===== src/common/axi_lite_regs_macros.svh =====
////////////////////////////////////////////////////////////////////////////
// AXI4-Lite register bank constants
// Register count, bus and register widths, the read-only mask and the
// pattern returned for reads outside the register window.
////////////////////////////////////////////////////////////////////////////

`ifndef AXI_LITE_REGS_MACROS_SVH
`define AXI_LITE_REGS_MACROS_SVH

// Number of registers mapped onto the bus
`define AXI_LITE_REGS_NUM_REGS 8

// Bus address width in bits
`define AXI_LITE_REGS_ADDR_WIDTH 16

// Bus data width in bits, also sets the register stride in bytes
`define AXI_LITE_REGS_DATA_WIDTH 32

// Width of one register, zero-extended on reads
`define AXI_LITE_REGS_REG_WIDTH 24

// One bit per register, a set bit passes reg_d_i through and refuses writes
`define AXI_LITE_REGS_READ_ONLY 8'hC0

// Read data returned with a slave error outside the window
`define AXI_LITE_REGS_ERR_DATA 32'hBA5E1E55

`endif


===== src/common/axi_lite_pkg.sv =====
////////////////////////////////////////////////////////////////////////////
// AXI4-Lite bus types
// Address, data, strobe and response types plus the B and R payloads.
////////////////////////////////////////////////////////////////////////////

`default_nettype none

`include "axi_lite_regs_macros.svh"

package axi_lite_pkg;

  // Byte address on the AW and AR channels
  typedef logic [`AXI_LITE_REGS_ADDR_WIDTH-1:0] addr_t;

  // Write and read data word
  typedef logic [`AXI_LITE_REGS_DATA_WIDTH-1:0] data_t;

  // One strobe bit per data byte
  typedef logic [`AXI_LITE_REGS_DATA_WIDTH/8-1:0] strb_t;

  // Response codes, only OKAY and SLVERR are produced by this slave
  typedef enum logic [1:0] {
    RESP_OKAY   = 2'b00,
    RESP_EXOKAY = 2'b01,
    RESP_SLVERR = 2'b10,
    RESP_DECERR = 2'b11
  } resp_t;

  // Write response payload
  typedef struct packed {
    resp_t resp;
  } b_chan_t;

  // Read response payload
  typedef struct packed {
    data_t data;
    resp_t resp;
  } r_chan_t;

endpackage

`default_nettype wire


===== src/common/regs_pkg.sv =====
////////////////////////////////////////////////////////////////////////////
// Register bank types
// Register value, register index and the packed register array.
////////////////////////////////////////////////////////////////////////////

`default_nettype none

`include "axi_lite_regs_macros.svh"

package regs_pkg;

  // Value held by one register
  typedef logic [`AXI_LITE_REGS_REG_WIDTH-1:0] reg_data_t;

  // Index wide enough to select any register
  typedef logic [$clog2(`AXI_LITE_REGS_NUM_REGS)-1:0] reg_idx_t;

  // All registers side by side, index 0 in the lowest bits
  typedef reg_data_t [`AXI_LITE_REGS_NUM_REGS-1:0] reg_array_t;

endpackage

`default_nettype wire


===== src/spill_register.sv =====
////////////////////////////////////////////////////////////////////////////
// Two-entry spill register
// Valid/ready buffer that cuts every combinational path between its input
// and output sides. The payload type is a parameter.
////////////////////////////////////////////////////////////////////////////

`timescale 1ns/1ps
`default_nettype none

module spill_register #(
  parameter type T = logic
) (
  input  logic clk_i,
  input  logic reset_i,
  input  logic valid_i,
  output logic ready_o,
  input  T     data_i,
  output logic valid_o,
  input  logic ready_i,
  output T     data_o
);

  // Slot A takes new items, slot B holds the older item when the output stalls
  logic a_full_q;
  T     a_data_q;
  logic b_full_q;
  T     b_data_q;

  logic a_fill;
  logic a_drain;
  logic b_fill;
  logic b_drain;

  // Accept whenever a slot is free, this only looks at local state
  assign ready_o = ~a_full_q | ~b_full_q;

  // An item enters slot A on an input handshake
  assign a_fill = valid_i & ready_o;

  // Slot A empties when B is free, it either leaves or moves into B
  assign a_drain = a_full_q & ~b_full_q;

  // The item from A moves into B only when the output is stalled
  assign b_fill = a_drain & ~ready_i;

  // Slot B empties on an output handshake
  assign b_drain = b_full_q & ready_i;

  always_ff @(posedge clk_i) begin
    if (reset_i) begin
      a_full_q <= 1'b0;
    end else if (a_fill || a_drain) begin
      a_full_q <= a_fill;
    end
  end

  always_ff @(posedge clk_i) begin
    if (a_fill) begin
      a_data_q <= data_i;
    end
  end

  always_ff @(posedge clk_i) begin
    if (reset_i) begin
      b_full_q <= 1'b0;
    end else if (b_fill || b_drain) begin
      b_full_q <= b_fill;
    end
  end

  always_ff @(posedge clk_i) begin
    if (b_fill) begin
      b_data_q <= a_data_q;
    end
  end

  // B always holds the older item, so it leaves first
  assign valid_o = a_full_q | b_full_q;
  assign data_o  = b_full_q ? b_data_q : a_data_q;

endmodule

`default_nettype wire


===== src/axi_lite_regs/reg_addr_decode.sv =====
////////////////////////////////////////////////////////////////////////////
// Register address decoder
// Maps a bus byte address onto a register index relative to a base.
////////////////////////////////////////////////////////////////////////////

`timescale 1ns/1ps
`default_nettype none

`include "axi_lite_regs_macros.svh"

module reg_addr_decode (
  input  axi_lite_pkg::addr_t addr_i,
  input  axi_lite_pkg::addr_t base_addr_i,
  output regs_pkg::reg_idx_t  idx_o,
  output logic                hit_o
);

  // Each register occupies one full bus word
  localparam int unsigned stride = `AXI_LITE_REGS_DATA_WIDTH / 8;
  localparam int unsigned window = `AXI_LITE_REGS_NUM_REGS * stride;

  axi_lite_pkg::addr_t offset;

  // Offset from the base, only meaningful when the address is not below it
  assign offset = addr_i - base_addr_i;

  // Comparing the offset avoids an overflow of base plus window
  assign hit_o = (addr_i >= base_addr_i) && (offset < window);

  // Any byte within a word selects the same register
  assign idx_o = regs_pkg::reg_idx_t'(offset / stride);

endmodule

`default_nettype wire


===== src/axi_lite_regs/reg_write_stage.sv =====
////////////////////////////////////////////////////////////////////////////
// Register write stage
// Holds the register array, applies external loads and strobed bus writes,
// and forms the write response for the B spill register.
////////////////////////////////////////////////////////////////////////////

`timescale 1ns/1ps
`default_nettype none

`include "axi_lite_regs_macros.svh"

module reg_write_stage (
  input  logic                                clk_i,
  input  logic                                reset_i,
  input  logic                                aw_valid_i,
  input  logic                                w_valid_i,
  input  axi_lite_pkg::data_t                 w_data_i,
  input  axi_lite_pkg::strb_t                 w_strb_i,
  input  regs_pkg::reg_idx_t                  aw_idx_i,
  input  logic                                aw_hit_i,
  input  regs_pkg::reg_array_t                reg_d_i,
  input  logic [`AXI_LITE_REGS_NUM_REGS-1:0]  reg_load_i,
  output logic                                aw_ready_o,
  output logic                                w_ready_o,
  output axi_lite_pkg::b_chan_t               b_chan_o,
  output logic                                b_valid_o,
  input  logic                                b_ready_i,
  output regs_pkg::reg_array_t                reg_q_o
);

  localparam int unsigned num_regs  = `AXI_LITE_REGS_NUM_REGS;
  localparam int unsigned reg_width = `AXI_LITE_REGS_REG_WIDTH;
  localparam logic [num_regs-1:0] read_only = `AXI_LITE_REGS_READ_ONLY;

  regs_pkg::reg_array_t reg_q;
  regs_pkg::reg_array_t reg_next;
  logic [num_regs-1:0]  reg_update;
  logic                 has_reset_q;
  logic                 write_fire;

  // Both write channels must be valid together, and the B buffer must have room
  assign write_fire = aw_valid_i & w_valid_i & b_ready_i;

  always_comb begin
    reg_next   = reg_q;
    reg_update = '0;
    aw_ready_o = 1'b0;
    w_ready_o  = 1'b0;
    b_valid_o  = 1'b0;
    b_chan_o   = '{resp: axi_lite_pkg::RESP_SLVERR};

    // External loads go first
    // Right after reset every writable register takes its external value
    for (int unsigned i = 0; i < num_regs; i++) begin
      if ((reg_load_i[i] || !has_reset_q) && !read_only[i]) begin
        reg_next[i]   = reg_d_i[i];
        reg_update[i] = 1'b1;
      end
    end

    if (write_fire) begin
      // Every accepted write produces exactly one response
      aw_ready_o = 1'b1;
      w_ready_o  = 1'b1;
      b_valid_o  = 1'b1;

      // A pending load on the target wins over the bus write
      if (aw_hit_i && !read_only[aw_idx_i] && !reg_update[aw_idx_i]) begin
        b_chan_o.resp = axi_lite_pkg::RESP_OKAY;
        // Merge enabled byte lanes and let bus bits above the register width fall away
        for (int unsigned b = 0; b < reg_width; b++) begin
          if (w_strb_i[b/8]) begin
            reg_next[aw_idx_i][b] = w_data_i[b];
          end
        end
        reg_update[aw_idx_i] = 1'b1;
      end
    end
  end

  // Low only in the first cycle after reset is released
  always_ff @(posedge clk_i) begin
    if (reset_i) begin
      has_reset_q <= 1'b0;
    end else begin
      has_reset_q <= 1'b1;
    end
  end

  // Each register takes its next value only in a cycle where it is updated
  always_ff @(posedge clk_i) begin
    for (int unsigned i = 0; i < num_regs; i++) begin
      if (reg_update[i]) begin
        reg_q[i] <= reg_next[i];
      end
    end
  end

  // Read-only slots show the external value without a register stage
  for (genvar g = 0; g < num_regs; g++) begin : gen_reg_out
    assign reg_q_o[g] = read_only[g] ? reg_d_i[g] : reg_q[g];
  end

endmodule

`default_nettype wire


===== src/axi_lite_regs/reg_read_stage.sv =====
////////////////////////////////////////////////////////////////////////////
// Register read stage
// Selects the addressed register and forms the read response.
////////////////////////////////////////////////////////////////////////////

`timescale 1ns/1ps
`default_nettype none

`include "axi_lite_regs_macros.svh"

module reg_read_stage (
  input  regs_pkg::reg_idx_t    ar_idx_i,
  input  logic                  ar_hit_i,
  input  regs_pkg::reg_array_t  reg_q_i,
  output axi_lite_pkg::r_chan_t r_chan_o
);

  regs_pkg::reg_data_t sel_data;

  // Read-only slots already carry the external value on reg_q_i
  assign sel_data = reg_q_i[ar_idx_i];

  always_comb begin
    if (ar_hit_i) begin
      // Zero extension to the bus width leaves the top byte clear
      r_chan_o.data = axi_lite_pkg::data_t'(sel_data);
      r_chan_o.resp = axi_lite_pkg::RESP_OKAY;
    end else begin
      // Outside the window, a fixed pattern makes the error easy to spot
      r_chan_o.data = `AXI_LITE_REGS_ERR_DATA;
      r_chan_o.resp = axi_lite_pkg::RESP_SLVERR;
    end
  end

endmodule

`default_nettype wire


===== src/axi_lite_regs/axi_lite_regs.sv =====
////////////////////////////////////////////////////////////////////////////
// AXI4-Lite control register bank
// Eight 24-bit registers behind an AXI4-Lite slave port, with external
// loads, read-only pass-through and registered B and R responses.
////////////////////////////////////////////////////////////////////////////

`timescale 1ns/1ps
`default_nettype none

`include "axi_lite_regs_macros.svh"

module axi_lite_regs (
  input  logic                               clk_i,
  input  logic                               reset_i,
  input  axi_lite_pkg::addr_t                aw_addr_i,
  input  logic                               aw_valid_i,
  output logic                               aw_ready_o,
  input  axi_lite_pkg::data_t                w_data_i,
  input  axi_lite_pkg::strb_t                w_strb_i,
  input  logic                               w_valid_i,
  output logic                               w_ready_o,
  output axi_lite_pkg::resp_t                b_resp_o,
  output logic                               b_valid_o,
  input  logic                               b_ready_i,
  input  axi_lite_pkg::addr_t                ar_addr_i,
  input  logic                               ar_valid_i,
  output logic                               ar_ready_o,
  output axi_lite_pkg::data_t                r_data_o,
  output axi_lite_pkg::resp_t                r_resp_o,
  output logic                               r_valid_o,
  input  logic                               r_ready_i,
  input  axi_lite_pkg::addr_t                base_addr_i,
  input  regs_pkg::reg_array_t               reg_d_i,
  input  logic [`AXI_LITE_REGS_NUM_REGS-1:0] reg_load_i,
  output regs_pkg::reg_array_t               reg_q_o
);

  regs_pkg::reg_idx_t    aw_idx;
  logic                  aw_hit;
  regs_pkg::reg_idx_t    ar_idx;
  logic                  ar_hit;
  axi_lite_pkg::b_chan_t b_chan;
  logic                  b_valid;
  logic                  b_ready;
  axi_lite_pkg::b_chan_t b_chan_out;
  axi_lite_pkg::r_chan_t r_chan;
  axi_lite_pkg::r_chan_t r_chan_out;

  reg_addr_decode u_aw_decode (
    .addr_i      (aw_addr_i),
    .base_addr_i (base_addr_i),
    .idx_o       (aw_idx),
    .hit_o       (aw_hit)
  );

  reg_addr_decode u_ar_decode (
    .addr_i      (ar_addr_i),
    .base_addr_i (base_addr_i),
    .idx_o       (ar_idx),
    .hit_o       (ar_hit)
  );

  reg_write_stage u_write_stage (
    .clk_i      (clk_i),
    .reset_i    (reset_i),
    .aw_valid_i (aw_valid_i),
    .w_valid_i  (w_valid_i),
    .w_data_i   (w_data_i),
    .w_strb_i   (w_strb_i),
    .aw_idx_i   (aw_idx),
    .aw_hit_i   (aw_hit),
    .reg_d_i    (reg_d_i),
    .reg_load_i (reg_load_i),
    .aw_ready_o (aw_ready_o),
    .w_ready_o  (w_ready_o),
    .b_chan_o   (b_chan),
    .b_valid_o  (b_valid),
    .b_ready_i  (b_ready),
    .reg_q_o    (reg_q_o)
  );

  reg_read_stage u_read_stage (
    .ar_idx_i (ar_idx),
    .ar_hit_i (ar_hit),
    .reg_q_i  (reg_q_o),
    .r_chan_o (r_chan)
  );

  // Registered B response, the port outputs never see the request inputs
  spill_register #(
    .T (axi_lite_pkg::b_chan_t)
  ) u_b_spill (
    .clk_i   (clk_i),
    .reset_i (reset_i),
    .valid_i (b_valid),
    .ready_o (b_ready),
    .data_i  (b_chan),
    .valid_o (b_valid_o),
    .ready_i (b_ready_i),
    .data_o  (b_chan_out)
  );

  // AR is accepted exactly when the R buffer has room
  spill_register #(
    .T (axi_lite_pkg::r_chan_t)
  ) u_r_spill (
    .clk_i   (clk_i),
    .reset_i (reset_i),
    .valid_i (ar_valid_i),
    .ready_o (ar_ready_o),
    .data_i  (r_chan),
    .valid_o (r_valid_o),
    .ready_i (r_ready_i),
    .data_o  (r_chan_out)
  );

  assign b_resp_o = b_chan_out.resp;
  assign r_data_o = r_chan_out.data;
  assign r_resp_o = r_chan_out.resp;

endmodule

`default_nettype wire


===== config.mk =====
export PLATFORM = sky130hd
export DESIGN_NAME = axi_lite_regs
export DESIGN_NICKNAME = d
export VERILOG_FILES = /design/src/common/axi_lite_pkg.sv /design/src/common/regs_pkg.sv /design/src/spill_register.sv /design/src/axi_lite_regs/reg_addr_decode.sv /design/src/axi_lite_regs/reg_write_stage.sv /design/src/axi_lite_regs/reg_read_stage.sv /design/src/axi_lite_regs/axi_lite_regs.sv
export VERILOG_INCLUDE_DIRS = /design/src /design/src/common
export SDC_FILE = /design/constraint.sdc
export NUM_CORES = 1
export LEC_CHECK = 0
export ABC_CLOCK_PERIOD_IN_PS = 5800
export BUFFER_PORTS_ARGS = -buffer_cell sky130_fd_sc_hd__buf_4
export CAP_MARGIN = 20
export CORE_AREA = 2 2 206 208
export CTS_CLUSTER_DIAMETER = 50
export CTS_CLUSTER_SIZE = 14
export DETAILED_ROUTE_END_ITERATION = 16
export DIE_AREA = 0 0 208 210
export PLACE_DENSITY_LB_ADDON = 0.08
export SLEW_MARGIN = 20
export SYNTH_ARGS = -nofsm -noshare
export SYNTH_HDL_FRONTEND = slang
export SYNTH_SLANG_ARGS = --single-unit
export TNS_END_PERCENT = 1

===== constraint.sdc =====
create_clock -name clk_i -period 5.8 [get_ports clk_i]
set_clock_uncertainty 0.15 [all_clocks]
set_input_delay 0.58 -clock clk_i [delete_from_list [all_inputs] [get_ports clk_i]]
set_output_delay 0.58 -clock clk_i [all_outputs]
set_load 0.005 [all_outputs]

After elaboration in Yosys (flattened, before gate mapping)
Memory sizes are Yosys's and may differ from the RTL's.
Cells that the tools add are included.
{"block": "word_totals", "ff_bits": 269, "romBits": 8, "inputBits": 291, "output_inout_bits": 233, "wordCells": 242, "memories": 1}
{"memory": "(name not given)", "words": 8, "word_bits": 1, "rd": 1, "rd_ports_with_merged_regs": 0, "wr": 0, "line": "reg_write_stage.sv:68", "text": "if (aw_hit_i && !read_only[aw_idx_i] && !reg_update[aw_idx_i]) begin"}
{"block": "op_classes", "add_sub_neg": 2, "magnitude_cmp": 7, "n_mux": 171, "bitwise_logic": 21, "n_reduce_logical": 20}
{"op": "192-bit two-way mux", "n": 70}
{"op": "192-bit bitwise mux", "n": 24}
{"op": "24-bit demux with 3-bit select", "n": 24}
{"op": "144-bit two-way mux", "n": 2}
{"op": "24-bit two-way mux", "n": 8}
{"op": "24-bit binary-select mux with 3-bit select", "n": 1}
{"op": "34-bit two-way mux", "n": 2}
{"op": "16-bit greater-or-equal comparator", "n": 2}
{"op": "16-bit by 6-bit less-than comparator with 1-bit output, second input constant", "n": 2}
{"op": "16-bit subtractor", "n": 2}
{"op": "8-bit two-way mux", "n": 3}
{"op": "23-bit two-way mux", "n": 1}
{"op": "22-bit two-way mux", "n": 1}
{"op": "21-bit two-way mux", "n": 1}
{"op": "20-bit two-way mux", "n": 1}
{"op": "19-bit two-way mux", "n": 1}
{"op": "18-bit two-way mux", "n": 1}
{"op": "17-bit two-way mux", "n": 1}
{"op": "16-bit two-way mux", "n": 1}
{"op": "15-bit two-way mux", "n": 1}
{"op": "14-bit two-way mux", "n": 1}
{"op": "13-bit two-way mux", "n": 1}
{"op": "1-bit two-way mux", "n": 12}
{"op": "12-bit two-way mux", "n": 1}
{"op": "other kinds (21)", "n": 57}

Logic depth before layout (Yosys ltp)
Gate-level depths: netlist (run 1).
{"block": "logic_depth", "word_depth": 101, "depth_mapped": 13, "ltp_nobuf": 10}

Cells and area by module
From an unflattened synthesis (run 1), not the netlist that was laid out.
{"block": "hier_totals", "cells_unflattened": 1307, "area_unflattened_um2": 15228.4}
{"module": "reg_write_stage", "instances": 1, "cells_per_inst": 758, "area_each_um2": 9012.4, "seq_area_each_um2": 4344.2}
{"module": "spill_register at u_r_spill", "instances": 1, "cells_per_inst": 115, "area_each_um2": 2607.5, "seq_area_each_um2": 2082.0}
{"module": "reg_read_stage", "instances": 1, "cells_per_inst": 169, "area_each_um2": 1691.6, "seq_area_each_um2": 0.0}
{"module": "reg_addr_decode", "instances": 2, "cells_per_inst": 125, "area_each_um2": 844.6, "seq_area_each_um2": 0.0}
{"module": "spill_register at u_b_spill", "instances": 1, "cells_per_inst": 15, "area_each_um2": 227.7, "seq_area_each_um2": 160.2}

Least setup slack after synthesis (run 1)
Ideal clock, no wire load.
{"block": "synth_path", "kind": "input port to flip-flop", "start": "in base_addr_i[1]", "end": "reg u_write_stage.reg_q, in the netlist u_write_stage.reg_q_o[0] (enable)", "setup_time_ps": 438, "arrival_ps": 4575, "required_time_ps": 5212, "setup_slack_ps": 636, "cell_stages": 12, "path_buffers": 2, "path_cell_list": "inv_1 -> ha_1 -> nor2b_4 -> o31a_4 -> or4_1 -> o311a_1 -> a211o_1 -> nor4_2 -> buf_6 -> buf_12 -> nand3_1 -> o21ai_0"}
{"block": "synth_between", "elab_chain_len": 8, "word_cells_on_any_way": 20, "classes_between": "add/sub (1); order compare (4); mux (7); bitwise (1); reduce/logical (6); memory (1)"}
{"element": "start, declared", "line": "axi_lite_regs.sv:32", "text": "input axi_lite_pkg::addr_t base_addr_i,"}
{"element": "16-bit subtractor", "line": "reg_addr_decode.sv:25", "text": "assign offset = addr_i - base_addr_i;"}
{"element": "3-bit by 4-bit less-than comparator with 1-bit output (not written as such), or another cell as far along", "line": "reg_write_stage.sv:76", "text": "reg_update[aw_idx_i] = 1'b1;"}
{"element": "1-bit logical AND (not written as such) or 1-bit two-way mux (tied branches)", "line": "reg_write_stage.sv:76, reg_write_stage.sv:68"}
{"element": "1-bit two-way mux (not written as such) or 1-bit logical NOT (tied branches)", "line": "reg_write_stage.sv:76, reg_write_stage.sv:68"}
{"element": "1-bit demux with 3-bit select or 1-bit logical AND (tied branches)"}
{"element": "6-bit by 8-bit bitwise OR with 8-bit output (no line) or 1-bit logical AND (tied branches)"}
{"element": "8-bit two-way mux *", "line": "reg_write_stage.sv:68"}
{"element": "8-bit two-way mux *", "line": "reg_write_stage.sv:61", "text": "if (write_fire) begin"}
{"element": "via u_write_stage.reg_update[0]", "line": "reg_write_stage.sv:37", "text": "logic [num_regs-1:0] reg_update;"}
{"element": "end signal, assigned by index", "line": "reg_write_stage.sv:94", "text": "reg_q[i] <= reg_next[i];"}
{"element": "end, declared", "line": "reg_write_stage.sv:35", "text": "regs_pkg::reg_array_t reg_q;"}
The timed path passes the listed nets; every way through them passes the cells marked *. The select of a mux whose other input is x is not followed.
A chain may end at the register's enable or synchronous reset.

Worst setup path in the final report (run 1)
{"block": "layout_path", "start": "in aw_addr_i[1]", "end": "reg u_write_stage.reg_q, in the netlist u_write_stage.reg_q_o[92] (enable)"}
{"block": "layout_between", "elab_chain_len": 8, "word_cells_on_any_way": 20, "classes_between": "add/sub (1); order compare (4); mux (7); bitwise (1); reduce/logical (6); memory (1)"}
{"element": "start, declared", "line": "axi_lite_regs.sv:15", "text": "input axi_lite_pkg::addr_t aw_addr_i,"}
{"element": "16-bit subtractor", "line": "reg_addr_decode.sv:25"}
{"element": "3-bit by 4-bit less-than comparator with 1-bit output (not written as such), or another cell as far along", "line": "reg_write_stage.sv:76"}
{"element": "1-bit logical AND (not written as such) or 1-bit two-way mux (tied branches)", "line": "reg_write_stage.sv:76, reg_write_stage.sv:68"}
{"element": "1-bit two-way mux (not written as such) or 1-bit logical NOT (tied branches)", "line": "reg_write_stage.sv:76, reg_write_stage.sv:68"}
{"element": "1-bit demux with 3-bit select or 1-bit logical AND (tied branches)"}
{"element": "6-bit by 8-bit bitwise OR with 8-bit output (no line) or 1-bit logical AND (tied branches)"}
{"element": "8-bit two-way mux *", "line": "reg_write_stage.sv:68"}
{"element": "8-bit two-way mux *", "line": "reg_write_stage.sv:61"}
{"element": "via u_write_stage.reg_update[3]", "line": "reg_write_stage.sv:37"}
Marks and branches as above.

==> results of run 1 <==
## cell type report
cell class,instances,area (um^2)
multi-input combinational,812,7930
antenna,2,5.00
sequential,201,5990
clock inverter,24,219
inverter,30,113
timing repair buffer,530,3990
tap,539,674
clock buffer,31,754
fill,3883,21800
## timing repair
item	4_1_cts	5_1_grt
setup buffers	0	0
endpoints found under the hold margin	1	0
hold buffers	1	0
## logic make-up (layout without fill, tap and decap cells)
logic type,after synthesis,after routing,share of synthesized area
other,1,7,0.000255
and+or+nand+nor,285,285,0.109
DFF,201,201,0.407
AOI/OAI and AO/OA,120,120,0.0546
xor gates and xnor gates,6,6,0.00357
adders and majority gates,32,32,0.0272
muxes,364,364,0.332
buffers and inverters,148,615,0.0667
## layer usage
metal,up-vias,track usage
met5,-,0
met4,4,0.0482
met3,66,0.0565
met2,428,0.446
met1,5898,0.342
li1,5307,-
## registers in the layout, summed over array words and instances, names as in the netlist
register and cells:
u_b_spill.a_data_q 1, u_b_spill.a_full_q 1, u_b_spill.b_data_q 1, u_b_spill.b_full_q 1
u_r_spill.a_data_q 25, u_r_spill.a_full_q 1, u_r_spill.b_data_q 25, u_r_spill.b_full_q 1
u_write_stage.has_reset_q 1, u_write_stage.reg_q_o 144
## cells in the mapped netlist (all sizes together) (5+ instances only)
cell type,n,share of area
mux2,293,0.24
edfxtp,196,0.40
nand2,112,0.029
buf,83,0.042
mux4,48,0.073
nand3,44,0.026
ha,32,0.027
a21oi,31,0.011
inv,30,0.0077
nor2,27,0.0069
o21ai,26,0.0088
nor4,24,0.011
mux2i,23,0.016
clkbuf,22,0.0077
nor2b,14,0.0065
o21a,12,0.0061
or4,10,0.0051
dlygate4sd3,8,0.0054
a211oi,7,0.0039
a21o,7,0.0037
and3,7,0.0031
nand2b,7,0.0030
nor3,6,0.0020
nor3b,6,0.0031
o211ai,6,0.0031
or2,6,0.0026
a211o,5,0.0030
and2,5,0.0022
dfxtp,5,0.0068
o22ai,5,0.0021
xnor2,5,0.0030
## cells in the final DEF (no fill, tap or decap), drive strengths merged, types with 6 or more instances in the layout
master and n:
buf 529, mux2 293, edfxtp 196, nand2 112, mux4 48, nand3 44, inv 35, ha 32
a21oi 31, clkbuf 31, nor2 27, o21ai 26, nor4 24, mux2i 23, nor2b 14, o21a 12
or4 10, clkinv 10, clkinvlp 8, nand2b 7, and3 7, a21o 7, a211oi 7, or2 6
o211ai 6, nor3 6, nor3b 6
## power by group through the flow
| stage | logic, mW | clock network (mW) | registers, mW |
|---|---|---|---|
| after floorplan | 0.797 | 0 | 1.82 |
| after global placement | 1.43 | 0 | 1.86 |
| after detailed placement | 1.44 | 0 | 1.86 |
| after CTS | 1.45 | 1.80 | 1.83 |
| after global routing | 1.53 | 1.86 | 1.84 |
| final | 1.44 | 1.76 | 1.83 |
## how the worst max path moves through the flow
stage	end	start
2_1_floorplan	u_write_stage.reg_q_o[0]$_DFFE_PP_	base_addr_i[1]
3_3_place_gp	u_write_stage.reg_q_o[93]$_DFFE_PP_	base_addr_i[1]
3_5_place_dp	u_write_stage.reg_q_o[93]$_DFFE_PP_	base_addr_i[1]
4_1_cts	u_write_stage.reg_q_o[92]$_DFFE_PP_	u_write_stage.has_reset_q$_DFF_P_
5_1_grt	u_write_stage.reg_q_o[92]$_DFFE_PP_	base_addr_i[1]
6_report	u_write_stage.reg_q_o[92]$_DFFE_PP_	aw_addr_i[1]
## through the flow
step	utilization	worst slack, ns	power (mW)	hold slack [ns]
floorplan	-	0.636	2.62	0.272
global placement	0.451	1.05	3.29	0.277
detailed placement	0.451	1.03	3.30	0.281
CTS	0.474	1.61	5.08	0.0227
global route	0.474	1.40	5.23	0.0273
finish	0.474	1.56	5.03	0.0502
==> summary by stage, run 1 <==
Outcome
The run finished with clean final reports.

GRT
The largest net degree at the start of global routing is 30. The via count of the first global-routing pass is ~12000. The remaining global-route overflow is 0. The overall track demand over capacity in global routing is 0.261. The number of antenna violations at the first check in global routing is 4.

The wire length of the first global-routing pass is around 84000 um.

Floorplanning
The top-level port count is 524. The horizontal extent of the die is approximately 210 um. The floorplan has between 70 and 80 rows. The core footprint is a little over 0.04 mm^2. The area of the die is ~0.044 mm^2. The vertical die dimension is approximately 210 um. For this configuration, the core starts out at a cell density of 0.355.

Synthesis
The number of synthesized register bits is 201. The share of synthesized registers carrying an async set or reset is 0. For this run, the leading register cell type out of synthesis is sky130_fd_sc_hd__edfxtp_1.

The number of flops mapped to enable cells by yosys is roughly 200. The cell area that synthesis handed to floorplanning was 0.0147 mm^2. For this run, the register share of the synthesized area comes to 0.407. The mean instance size in the synthesized netlist is between 10 and 15 um^2. The count of unique library cells instantiated by Yosys is around 80. The Yosys warning count is 0. After technology mapping, the gate count stands at between 1000 and 1500.

Critical path
The type of the worst setup path is in2reg. For the worst setup path, the data arrival time is between 4 and 5 ns. Walking the worst path, the cells encountered are buf_4, ha_1, nor2b_4, o21ai_1, and2_2, o21ai_0, a211o_1, nor4_4, nand3_1, o21ai_4, buf_4. The cell count of the worst reg-to-reg path is 9. Among all stages on the critical path, the largest delay is contributed by sky130_fd_sc_hd__o21ai_1. The worst reg2reg path endpoint is u_write_stage.reg_q_o[92]$_DFFE_PP_.

In this run the register-to-register setup slack is approximately 1.6 ns. Among cell families on the critical path, the largest total delay comes from compound AO/OA/AOI/OAI gates. The startpoint of the worst register-to-register path is u_write_stage.has_reset_q$_DFF_P_.

The worst stage delay on the critical path is around 0.53 ns. The startpoint type of the worst setup path is an input pin. The critical path crosses 11 cells after its start point. In this run the worst path has a maximum fanout of 20. STA classifies the critical path endpoint as a register. Among the stages of the critical path, the cell type that occurs most often is sky130_fd_sc_hd__buf_4.

The required time of the critical path is between 5 and 6 ns. The number of buffers and inverters on the critical path is 2.

Detailed routing
The pre-antenna-repair detailed-routing pass consisted of 5 iterations. In the final routed layout, each cell accounts on average for between 20 and 30 um. Wire segments on met2 add up to slightly below 30000 um in the final route.

For this block, the initial DRC count from the detailed router was a little over 700. The total wire length after detailed routing is 59200 um. The met1 routed wirelength after detailed routing is between 20000 and 30000 um. The met3 routed wirelength is between 3000 and 4000 um. The top routing layer in use is met5. Once detail routing completed, the nets flagged for antenna violations numbered 0. For this block, the via count after detailed routing is approximately 12000. The average vias per placed instance is ~5.4. In the routed design, unresolved DRC markers number 0.

Min path
The depth of the worst hold-timing path is 2. In this run the most critical hold path is launched from b_ready_i. The endpoint with the worst hold slack is u_b_spill.b_full_q$_SDFFE_PP0P_. The type of the tightest min-delay check is in2reg.

Finish
The final-stage net count is between 1500 and 2000. The area of all placed cells without fillers is 0.0197 mm^2. The area growth from synthesis to final layout is 33.7%. The count of cells in the finished layout, fillers not included, comes to 2169. In the final layout, the share of cells above drive strength 1 is 0.601.

CTS
The clock root buffer master is sky130_fd_sc_hd__clkbuf_16. The TritonCTS buffer count is 30. The number of levels the H-tree was split into is 1. In this run the deepest clock path goes through 3 buffers.

The CTS tree is yes. The number of gates resized after CTS was 0. The number of sinks handled by clock tree synthesis is roughly 200. After clock tree synthesis, the clock-pin slew on the worst setup and hold paths is 0.05 ns. At the later pin of the worst-skew pair, clock insertion delay measures 0.58 ns.

Placement
The HPWL after detailed placement is ~45000 um. Summing all placed instances gives a cell area of ~0.019 mm^2. The number of placed instances, taps included is about 2100. The count of buffers added on input and output ports is roughly 500. The routability congestion estimate from global placement is between 0.8 and 0.9.

Timing
The maximum clock frequency is between 0.2 and 0.25 GHz. In this run the tightest slew margin relative to its limit is 0.321. Setup repair after global routing left no endpoint under its margin.

The final critical delay including setup and external delays is 4.24 ns. The pin slew with the least headroom to its limit is approximately 1 ns. The hold violation total from the final report is 0. Setup total negative slack on the finished layout was measured at 0 ns. Setup violations remaining at the end of the flow were counted as 0. Of the available clock period, the critical path in the final layout requires 0.730. The number of pins exceeding their max-slew limit in the final report is 0.

Pwr
The share of total power dissipated in sequential elements is 0.364. The analysis attributes to cell leakage a power of a little over 8 nW. Of the total power, combinational logic draws 0.286. The internal power of the cells totals 3.47 mW. Of the total power, the clock network draws 0.350. The switching component of the power is roughly 1.6 mW. The ratio of total power to cell area is between 200 and 300 mW/mm^2. The share of total power consumed by net switching is 0.310. The largest voltage drop on the vdd net is a little over 200 uV.

Run
The tool flagged a number of max-cap violations equal to 0.
Note: power is estimated with default switching activity, not from simulation.
==> run 2: changes to the inputs <==
--- a/config.mk
+++ b/config.mk
@@ -6,14 +6,15 @@
 export SDC_FILE = /design/constraint.sdc
 export NUM_CORES = 1
 export LEC_CHECK = 0
-export ABC_CLOCK_PERIOD_IN_PS = 5800
+export ABC_AREA = 1
+export ABC_CLOCK_PERIOD_IN_PS = 4100
 export BUFFER_PORTS_ARGS = -buffer_cell sky130_fd_sc_hd__buf_4
 export CAP_MARGIN = 20
-export CORE_AREA = 2 2 206 208
+export CORE_AREA = 2 2 202 204
 export CTS_CLUSTER_DIAMETER = 50
 export CTS_CLUSTER_SIZE = 14
 export DETAILED_ROUTE_END_ITERATION = 16
-export DIE_AREA = 0 0 208 210
+export DIE_AREA = 0 0 204 206
 export PLACE_DENSITY_LB_ADDON = 0.08
 export SLEW_MARGIN = 20
 export SYNTH_ARGS = -nofsm -noshare
==> constraint.sdc (replaced) <==
create_clock -name clk_i -period 4.1 [get_ports clk_i]
set_clock_uncertainty 0.15 [all_clocks]
set_input_delay 0.41 -clock clk_i [delete_from_list [all_inputs] [get_ports clk_i]]
set_output_delay 0.41 -clock clk_i [all_outputs]
set_load 0.005 [all_outputs]
==> run 2 against run 1 <==
Synthesized cell count up 82%; critical path type is now reg2reg; largest power group is now clock; highest routed layer unchanged; critical endpoint is now u_write_stage.reg_q_o[22]$_DFFE_PP_; via count rose by 41%; synthesized area grew 3.2%; sequential share of layout area shrank 1.1 points; critical path depth up 3; cell count is 43% higher; wire length up 18%; non-clock buffer count rose by 40.
==> summary by stage, run 2 <==
Outcome
The flow ran to the end, and the final reports show no timing, DRC or antenna violations.

Critical path
The critical path starts at u_write_stage.has_reset_q$_DFF_P_. The cell count of the worst reg-to-reg path is 14. STA classifies the critical path endpoint as a register. The arrival time reported for the critical path endpoint is approximately 3.5 ns.

In this run the worst path has a maximum fanout of 64. The setup path with the least slack is of type reg2reg. The timing endpoint of the critical path is u_write_stage.reg_q_o[22]$_DFFE_PP_. Setup slack on the worst reg-to-reg path comes out at between 0.7 and 0.8 ns.

STA classifies the critical path startpoint as a register. The startpoint of the worst register-to-register path is u_write_stage.has_reset_q$_DFF_P_. The worst reg2reg path endpoint is u_write_stage.reg_q_o[22]$_DFFE_PP_. STA puts the critical path data required time at between 4 and 5 ns.

Finish
The most common cell after layout, fill and taps aside is sky130_fd_sc_hd__nand2_1. Leaving out fill and tap cells, the most frequent cells in the layout are 875 x sky130_fd_sc_hd__nand2_1, 554 x sky130_fd_sc_hd__buf_4, 196 x sky130_fd_sc_hd__edfxtp_1, 168 x sky130_fd_sc_hd__inv_1, 167 x sky130_fd_sc_hd__nand4_1. The final-stage net count is 2870. The area growth from synthesis to final layout is 34.3%.

The flip-flop count of the largest register after layout is approximately 140. The area of all placed cells without fillers is 0.0204 mm^2. The fraction of layout instances using a drive strength above 1 is 0.260. The end-of-flow core utilization is 0.508.

Timing
The worst max-slew margin expressed relative to the limit is 0.510. The hold violation total from the final report is 0. The number of pins exceeding their max-slew limit in the final report came to 0. In the finished design, the share of the clock period the worst path needs comes to 0.817. The count of final setup violators is 0. The maximum clock frequency is between 0.2 and 0.3 GHz. The pin slew with the least headroom to its limit is between 0.7 and 0.8 ns. The final critical delay including setup and external delays is between 3 and 4 ns. Setup repair after global routing left no endpoint under its margin.

Synthesis
Counting distinct cell types in the post-synthesis netlist gives 43. The library cell with the highest instance count after synthesis is sky130_fd_sc_hd__nand2_1. The area share of the largest cell type after synthesis is 0.387. The post-synthesis cell type with the largest combined area is sky130_fd_sc_hd__edfxtp_1. The Yosys warning count is 0.

Among all flip-flop cells after synthesis, the most frequent one is sky130_fd_sc_hd__edfxtp_1. After synthesis, the most frequently instantiated cells are 876 x sky130_fd_sc_hd__nand2_1, 196 x sky130_fd_sc_hd__edfxtp_1, 169 x sky130_fd_sc_hd__inv_1. The mapped netlist covers approximately 0.015 mm^2.

The number of synthesized register bits is 201. The share of synthesized registers carrying an async set or reset is 0. After technology mapping, the gate count stands at 2103. Ranked by total cell area, the synthesized netlist is headed by sky130_fd_sc_hd__edfxtp_1 39%, sky130_fd_sc_hd__nand2_1 22%, sky130_fd_sc_hd__nand4_1 6.9%, sky130_fd_sc_hd__o21ai_0 5.4%, sky130_fd_sc_hd__inv_1 4.2%. The share of the Yosys chip area taken by registers is 0.394. A synthesized cell averages between 7 and 8 um^2.

The number of flops mapped to enable cells by yosys is ~200.

CTS
The worst-case clock buffer depth is 3. The clock transition at the register clock pins on the worst setup and hold paths after CTS is roughly 0.060 ns. For this design, the sink count on the clock tree is around 200. TritonCTS built the clock tree. For the worst-skew pair, the clock arrives at the later sink with an insertion delay of a little under 0.6 ns. Buffers inserted during clock tree synthesis total 29.

The clock root buffer master is sky130_fd_sc_hd__clkbuf_16. The number of levels the H-tree was split into is 1. The number of instances resized during post-cts repair is 0.

Floorplanning
The starting utilization of the core area is 0.378. The horizontal extent of the die is 204 um. The count of standard-cell rows is between 70 and 80.

The die is 206 um tall. The core footprint is ~0.04 mm^2. The top-level port count is between 500 and 600. The area of the die is between 0.04 and 0.05 mm^2.

Detailed routing
The detail route stage leaves a number of antenna-violating nets equal to 0. The routed layout has about 17000 vias. The total wire length after detailed routing is 69800 um. The pre-antenna-repair detailed-routing pass consisted of 6 iterations. The per-cell routed wire length is 22.5 um. The first routing iteration left between 1500 and 2000 violations.

In the routed design, unresolved DRC markers number 0. The average vias per placed instance is around 5.3.

Pwr
The share of total power dissipated in sequential elements is 0.339. The internal portion of the total power is between 4 and 5 mW. The largest voltage drop on the vdd net is ~370 uV. The share of total power consumed by net switching is 0.344.

The static leakage is ~10 nW. The ratio of total power to cell area is roughly 370 mW/mm^2. The total power after layout is around 7.6 mW. The power share of the combinational group is 0.301. The analysis attributes to net switching a power of 2.62 mW. The share of total power dissipated in the clock network is 0.360.

Run
The number of max-cap violations is 0.

Placement
Detailed placement ended at an HPWL of ~55000 um. Input and output buffers added on the ports amount to around 510. The congestion estimate from routability-driven global placement came to about 0.95. The total cell area at the placement stage is 0.0193 mm^2.

GRT
The largest net degree at the start of global routing is 74. The first global-routing pass estimated ~99000 um of wire. The via count of the first global-routing pass is between 15000 and 20000.

The remaining global-route overflow is 0. The number of antenna violations at the first check in global routing came to 4. Across every metal layer, demand over resource in global routing totals 0.320.

Min path
The type of the tightest min-delay check is in2reg.
-- run 2: logic make-up after synthesis --
kind of cell | synth area share
DFF | 0.394
adders and majority gates | 0.0264
xor gates and xnor gates | 0.00404
and+or+nand+nor | 0.354
AOI/OAI and AO/OA | 0.102
other | 0.000247
muxes | 0.00964
buffers and inverters | 0.110
-- run 2: layout make-up --
class	count	area, um^2
multi-input cells	1564	7620
clock inverters	22	310
fillers	4072	19800
inverters	181	681
clock buffers	32	737
repair buffers	570	4400
diodes	2	5.00
well taps	532	666
flip-flops and latches	201	5990
-- run 2: worst min path at each step --
| stage | from | endpoint | depth (start not counted) |
|---|---|---|---|
| floorplan | u_b_spill.a_data_q[1]$_SDFFCE_PN1P_ | u_b_spill.b_data_q[1]$_DFFE_PP_ | 0 |
| global placement | u_r_spill.a_data_q[24]$_SDFFCE_PN1P_ | u_r_spill.b_data_q[24]$_DFFE_PP_ | 0 |
| detailed placement | u_r_spill.a_data_q[11]$_SDFFCE_PN1P_ | u_r_spill.b_data_q[11]$_DFFE_PP_ | 0 |
| CTS | reg_d_i[100] | u_write_stage.reg_q_o[100]$_DFFE_PP_ | 5 |
| global route | reg_d_i[125] | u_write_stage.reg_q_o[125]$_DFFE_PP_ | 5 |
| finish | reg_d_i[100] | u_write_stage.reg_q_o[100]$_DFFE_PP_ | 5 |
-- run 2: critical path, cell delays in order, from the launching register on --
cell and delay (ns):
sky130_fd_sc_hd__dfxtp_1 0.33, sky130_fd_sc_hd__inv_2 0.14, sky130_fd_sc_hd__nor2_4 0.38, sky130_fd_sc_hd__clkinv_1 0.27, sky130_fd_sc_hd__nand2_1 0.13, sky130_fd_sc_hd__nand2_1 0.08
sky130_fd_sc_hd__nand3_1 0.09, sky130_fd_sc_hd__nand2_1 0.06, sky130_fd_sc_hd__nor2_1 0.09, sky130_fd_sc_hd__nand3_1 0.12, sky130_fd_sc_hd__nor2_4 0.23, sky130_fd_sc_hd__buf_12 0.33
sky130_fd_sc_hd__nand3_1 0.42, sky130_fd_sc_hd__nand2_1 0.16, sky130_fd_sc_hd__nand2_1 0.07
-- run 2: routing by layer --
metal  wire (um)  global-route usage  vias to the layer above
met5          33                   0                        -
met4        3270               0.139                        4
met3        6230              0.0609                      115
met2       32800               0.529                      821
met1       27400               0.408                     7653
li1            -                   -                     7940
-- run 2: timing repair --
item,in CTS,in global routing
setup buffers,0,0
hold endpoints to repair,6,0
hold buffers,8,0
-- run 2: power groups by stage --
stage	combinational, mW	sequential [mW]	clock (mW)
3_3_place_gp	2.23	2.62	0
4_1_cts	2.26	2.58	2.77
3_5_place_dp	2.24	2.62	0
6_report	2.29	2.58	2.74
5_1_grt	2.47	2.59	2.84
2_1_floorplan	1.10	2.58	0
-- run 2: per-stage QoR --
step / hold WS (ns) / setup slack (ns) / instances / TNS, ns
final: 0.0499 / 0.752 / 3104 / 0
after global routing: 0.0658 / 0.533 / 3104 / 0
after CTS: 0.0351 / 0.841 / 3102 / 0
after detailed placement: 0.284 / 0.419 / 3040 / 0
after global placement: 0.285 / 0.479 / 3040 / 0
after floorplan: 0.277 / -0.321 / 2107 / -38.48
==> run 3: changes to the inputs <==
--- a/config.mk
+++ b/config.mk
@@ -7,7 +7,7 @@
 export NUM_CORES = 1
 export LEC_CHECK = 0
 export ABC_AREA = 1
-export ABC_CLOCK_PERIOD_IN_PS = 4100
+export ABC_CLOCK_PERIOD_IN_PS = 3100
 export BUFFER_PORTS_ARGS = -buffer_cell sky130_fd_sc_hd__buf_4
 export CAP_MARGIN = 20
 export CORE_AREA = 2 2 202 204
==> constraint.sdc (replaced) <==
create_clock -name clk_i -period 3.1 [get_ports clk_i]
set_clock_uncertainty 0.15 [all_clocks]
set_input_delay 0.31 -clock clk_i [delete_from_list [all_inputs] [get_ports clk_i]]
set_output_delay 0.31 -clock clk_i [all_outputs]
set_load 0.005 [all_outputs]
==> run 3 against run 2 <==
Core utilization rose by 5.0 points; worst hold slack got worse by 0.042 ns; critical path depth fell by 1; die area did not move; flip-flop and latch count did not move; worst setup slack got worse by 0.43 ns; wire length rose by 1.5%; clock power rose by 26%; critical path type unchanged; largest cell class unchanged; largest power group unchanged; highest routed layer is now met4.
==> summary by stage, run 3 (synthesis results as in run 2) <==
Floorplanning
The core footprint is roughly 0.04 mm^2. The floorplan step set the die height to 206 um. Row generation in the floorplan step produced 74 rows. The area of the die is 0.0420 mm^2. For this configuration, the core starts out at a cell density of 0.378. From left edge to right edge, the die measures 204 um. The top-level port count is approximately 520.

Finish
In the final layout, the share of cells above drive strength 1 is 0.276. In the final design database the tool counted around 3000 nets. Leaving out fill and tap cells, the most frequent cell in the layout is sky130_fd_sc_hd__nand2_1. The library cells used most frequently in the layout, excluding fill and tap cells, are 874 x sky130_fd_sc_hd__nand2_1, 644 x sky130_fd_sc_hd__buf_4, 196 x sky130_fd_sc_hd__edfxtp_1, 168 x sky130_fd_sc_hd__inv_1, 167 x sky130_fd_sc_hd__nand4_1.

The register with the most flip-flops in the layout has between 100 and 150 of them. Compared with the post-synthesis result, the final layout area differs by 47.5%. Once layout is complete, the utilization of the core stands at 0.558.

CTS
TritonCTS built the clock tree. CTS built an H-tree with a depth of 1. Counting the buffers created by CTS gives 29. Counting along the longest clock path gives a buffer depth of 3.

After clock tree synthesis, the clock-pin slew on the worst setup and hold paths is ~0.060 ns. The clock latency on the worst-skew pair is around 0.57 ns. The post-CTS setup buffer count is 0. The number of sinks handled by clock tree synthesis is approximately 200. The tree is rooted in a sky130_fd_sc_hd__clkbuf_16.

Pwr
The static leakage is roughly 11 nW. For this design the ratio of total power to cell area is approximately 460 mW/mm^2. The largest voltage drop on the vdd net is 430 uV.

Critical path
The arrival time reported for the critical path endpoint is 3.07 ns. Counting both buffers and inverters, the worst setup path holds a total of 3. STA classifies the critical path startpoint as a register. The signal on the critical path passes through inv_2, or2_2, nand3_1, nand2_1, nand3_1, nand2_1, nor2_1, nand3_1, nor2_4, buf_4, buf_4, nand4_1, nand2_1. The required time of the critical path is around 3.4 ns. The worst stage delay on the critical path is 0.33 ns. Grouping stages by cell kind, the critical path spends the most delay in simple AND/OR/NAND/NOR gates.

The cell at the slowest stage of the critical path is sky130_fd_sc_hd__dfxtp_1. The critical path is of the reg2reg type. The maximum fanout along the worst path is 30. STA classifies the critical path endpoint as a register.

Timing
Based on the critical path, the design can be clocked at up to around 0.36 GHz. The routed design could run at a clock period as short as about 2.8 ns. The count of final setup violators is 0. Setup repair after global routing left no endpoint under its margin. The worst slack on hold paths is ~0.0082 ns. The ratio of final minimum period to clock period is 0.895. At the pin with the least slew margin, the transition time is between 0.7 and 0.8 ns. The hold violation total from the final report came to 0. The number of pins exceeding their max-slew limit in the final report was 0.

The worst max-slew margin expressed relative to the limit is 0.510.

GRT
The first global-routing pass estimated approximately 100000 um of wire. The via count of the first global-routing pass is ~17000. The remaining global-route overflow is 0. For this run, global-route usage on met3 was measured as 0.0473. The overall track demand over capacity in global routing is 0.322. The layer flagged by global routing as most heavily used is met2. The number of antenna violations at the first check in global routing was 3. For met2 alone, demand over resource in global routing was 0.536. In the global route stage, met1 resource usage came out at 0.411.

The largest net degree at the start of global routing is 62.

Detailed routing
The first routing iteration left ~1600 violations. The number of iterations in the first detailed-routing pass is 5. The number of routed nets with antenna violations is 0. After detailed routing, the number of vias per cell comes to between 5 and 6. The via count is about 18000. The detailed-route DRC error count is 0. The per-cell routed wire length is around 21 um. Wires add up to about 71000 um.

Placement
The count of input and output buffers is 507. The half-perimeter wire length after placement is about 55000 um. The routability congestion estimate from global placement is 0.934.

Run
The number of max-cap violations is 0.

Outcome
The run finished with clean final reports.

Min path
The tightest min-delay check is of the in2reg type.
[run 3: changes by cell type in the layout (fill, tap and decap cells not counted), moves of 5 or more]
cell,delta
sky130_fd_sc_hd__inv_6,+5
sky130_fd_sc_hd__o21ai_2,-5
sky130_fd_sc_hd__buf_4,+90
sky130_fd_sc_hd__buf_12,+7
sky130_fd_sc_hd__dlygate4sd3_1,+118
sky130_fd_sc_hd__o21ai_4,+5
[run 3: final timing paths]
path	startpoint	end	slack [ns]	cells past startpoint
hold / removal	reg_d_i[74]	u_write_stage.reg_q_o[74]$_DFFE_PP_	0.008	4
setup reg to reg	u_write_stage.has_reset_q$_DFF_P_	u_write_stage.reg_q_o[115]$_DFFE_PP_	0.32	13
hold reg to reg	u_r_spill.a_data_q[21]$_SDFFCE_PN1P_	u_r_spill.b_data_q[21]$_DFFE_PP_	0.29	0
setup / recovery	u_write_stage.has_reset_q$_DFF_P_	u_write_stage.reg_q_o[115]$_DFFE_PP_	0.32	13
[run 3: area by class of cell]
type	count	area, um^2
clock buffers	34	774
flip-flops and latches	201	5990
repair buffers	785	6400
inverters	181	681
well taps	532	666
clock inverters	20	228
diodes	5	12.5
multi-input cells	1564	7660
fillers	3945	17800
[run 3: metal layers]
metal / vias to the layer above / part of all wire
li1: 8355 / -
met5: - / 0
met3: 150 / 0.083
met4: 0 / 0.053
met1: 8183 / 0.40
met2: 916 / 0.47
[run 3: power breakdown]
group / internal, mW / total, mW / switching [mW]
combinational: 1.40 / 3.35 / 1.95
sequential: 3.23 / 3.42 / 0.185
clock: 2.01 / 3.44 / 1.43
total: 6.65 / 10.2 / 3.57
[run 3: through the flow]
| stage | TNS (ns) | area [um^2] | worst slack [ns] | total power [mW] | instances |
|---|---|---|---|---|---|
| 2_1_floorplan | 0 | 15300 | 0.000573 | 4.88 | 2107 |
| 3_3_place_gp | -16.38 | 20100 | -0.109 | 6.60 | 3137 |
| 3_5_place_dp | -20.80 | 20100 | -0.133 | 6.62 | 3137 |
| 4_1_cts | 0 | 22400 | 0.390 | 10.2 | 3317 |
| 5_1_grt | 0 | 22400 | 0.194 | 10.6 | 3320 |
| 6_report | 0 | 22400 | 0.325 | 10.2 | 3322 |
[run 3: worst reg2reg max path, stage by stage (launching register included)]
cell and delay (ns):
sky130_fd_sc_hd__dfxtp_1 0.33, sky130_fd_sc_hd__inv_2 0.12, sky130_fd_sc_hd__or2_2 0.31, sky130_fd_sc_hd__nand3_1 0.09, sky130_fd_sc_hd__nand2_1 0.08, sky130_fd_sc_hd__nand3_1 0.08, sky130_fd_sc_hd__nand2_1 0.07, sky130_fd_sc_hd__nor2_1 0.09
sky130_fd_sc_hd__nand3_1 0.11, sky130_fd_sc_hd__nor2_4 0.29, sky130_fd_sc_hd__buf_4 0.27, sky130_fd_sc_hd__buf_4 0.32, sky130_fd_sc_hd__nand4_1 0.21, sky130_fd_sc_hd__nand2_1 0.11
[run 3: repair_timing]
item / CTS / global route
gates resized for setup: 0 / 0
setup endpoints to repair: 0 / 0
hold buffers: 126 / 0
hold endpoints to repair: 124 / 0
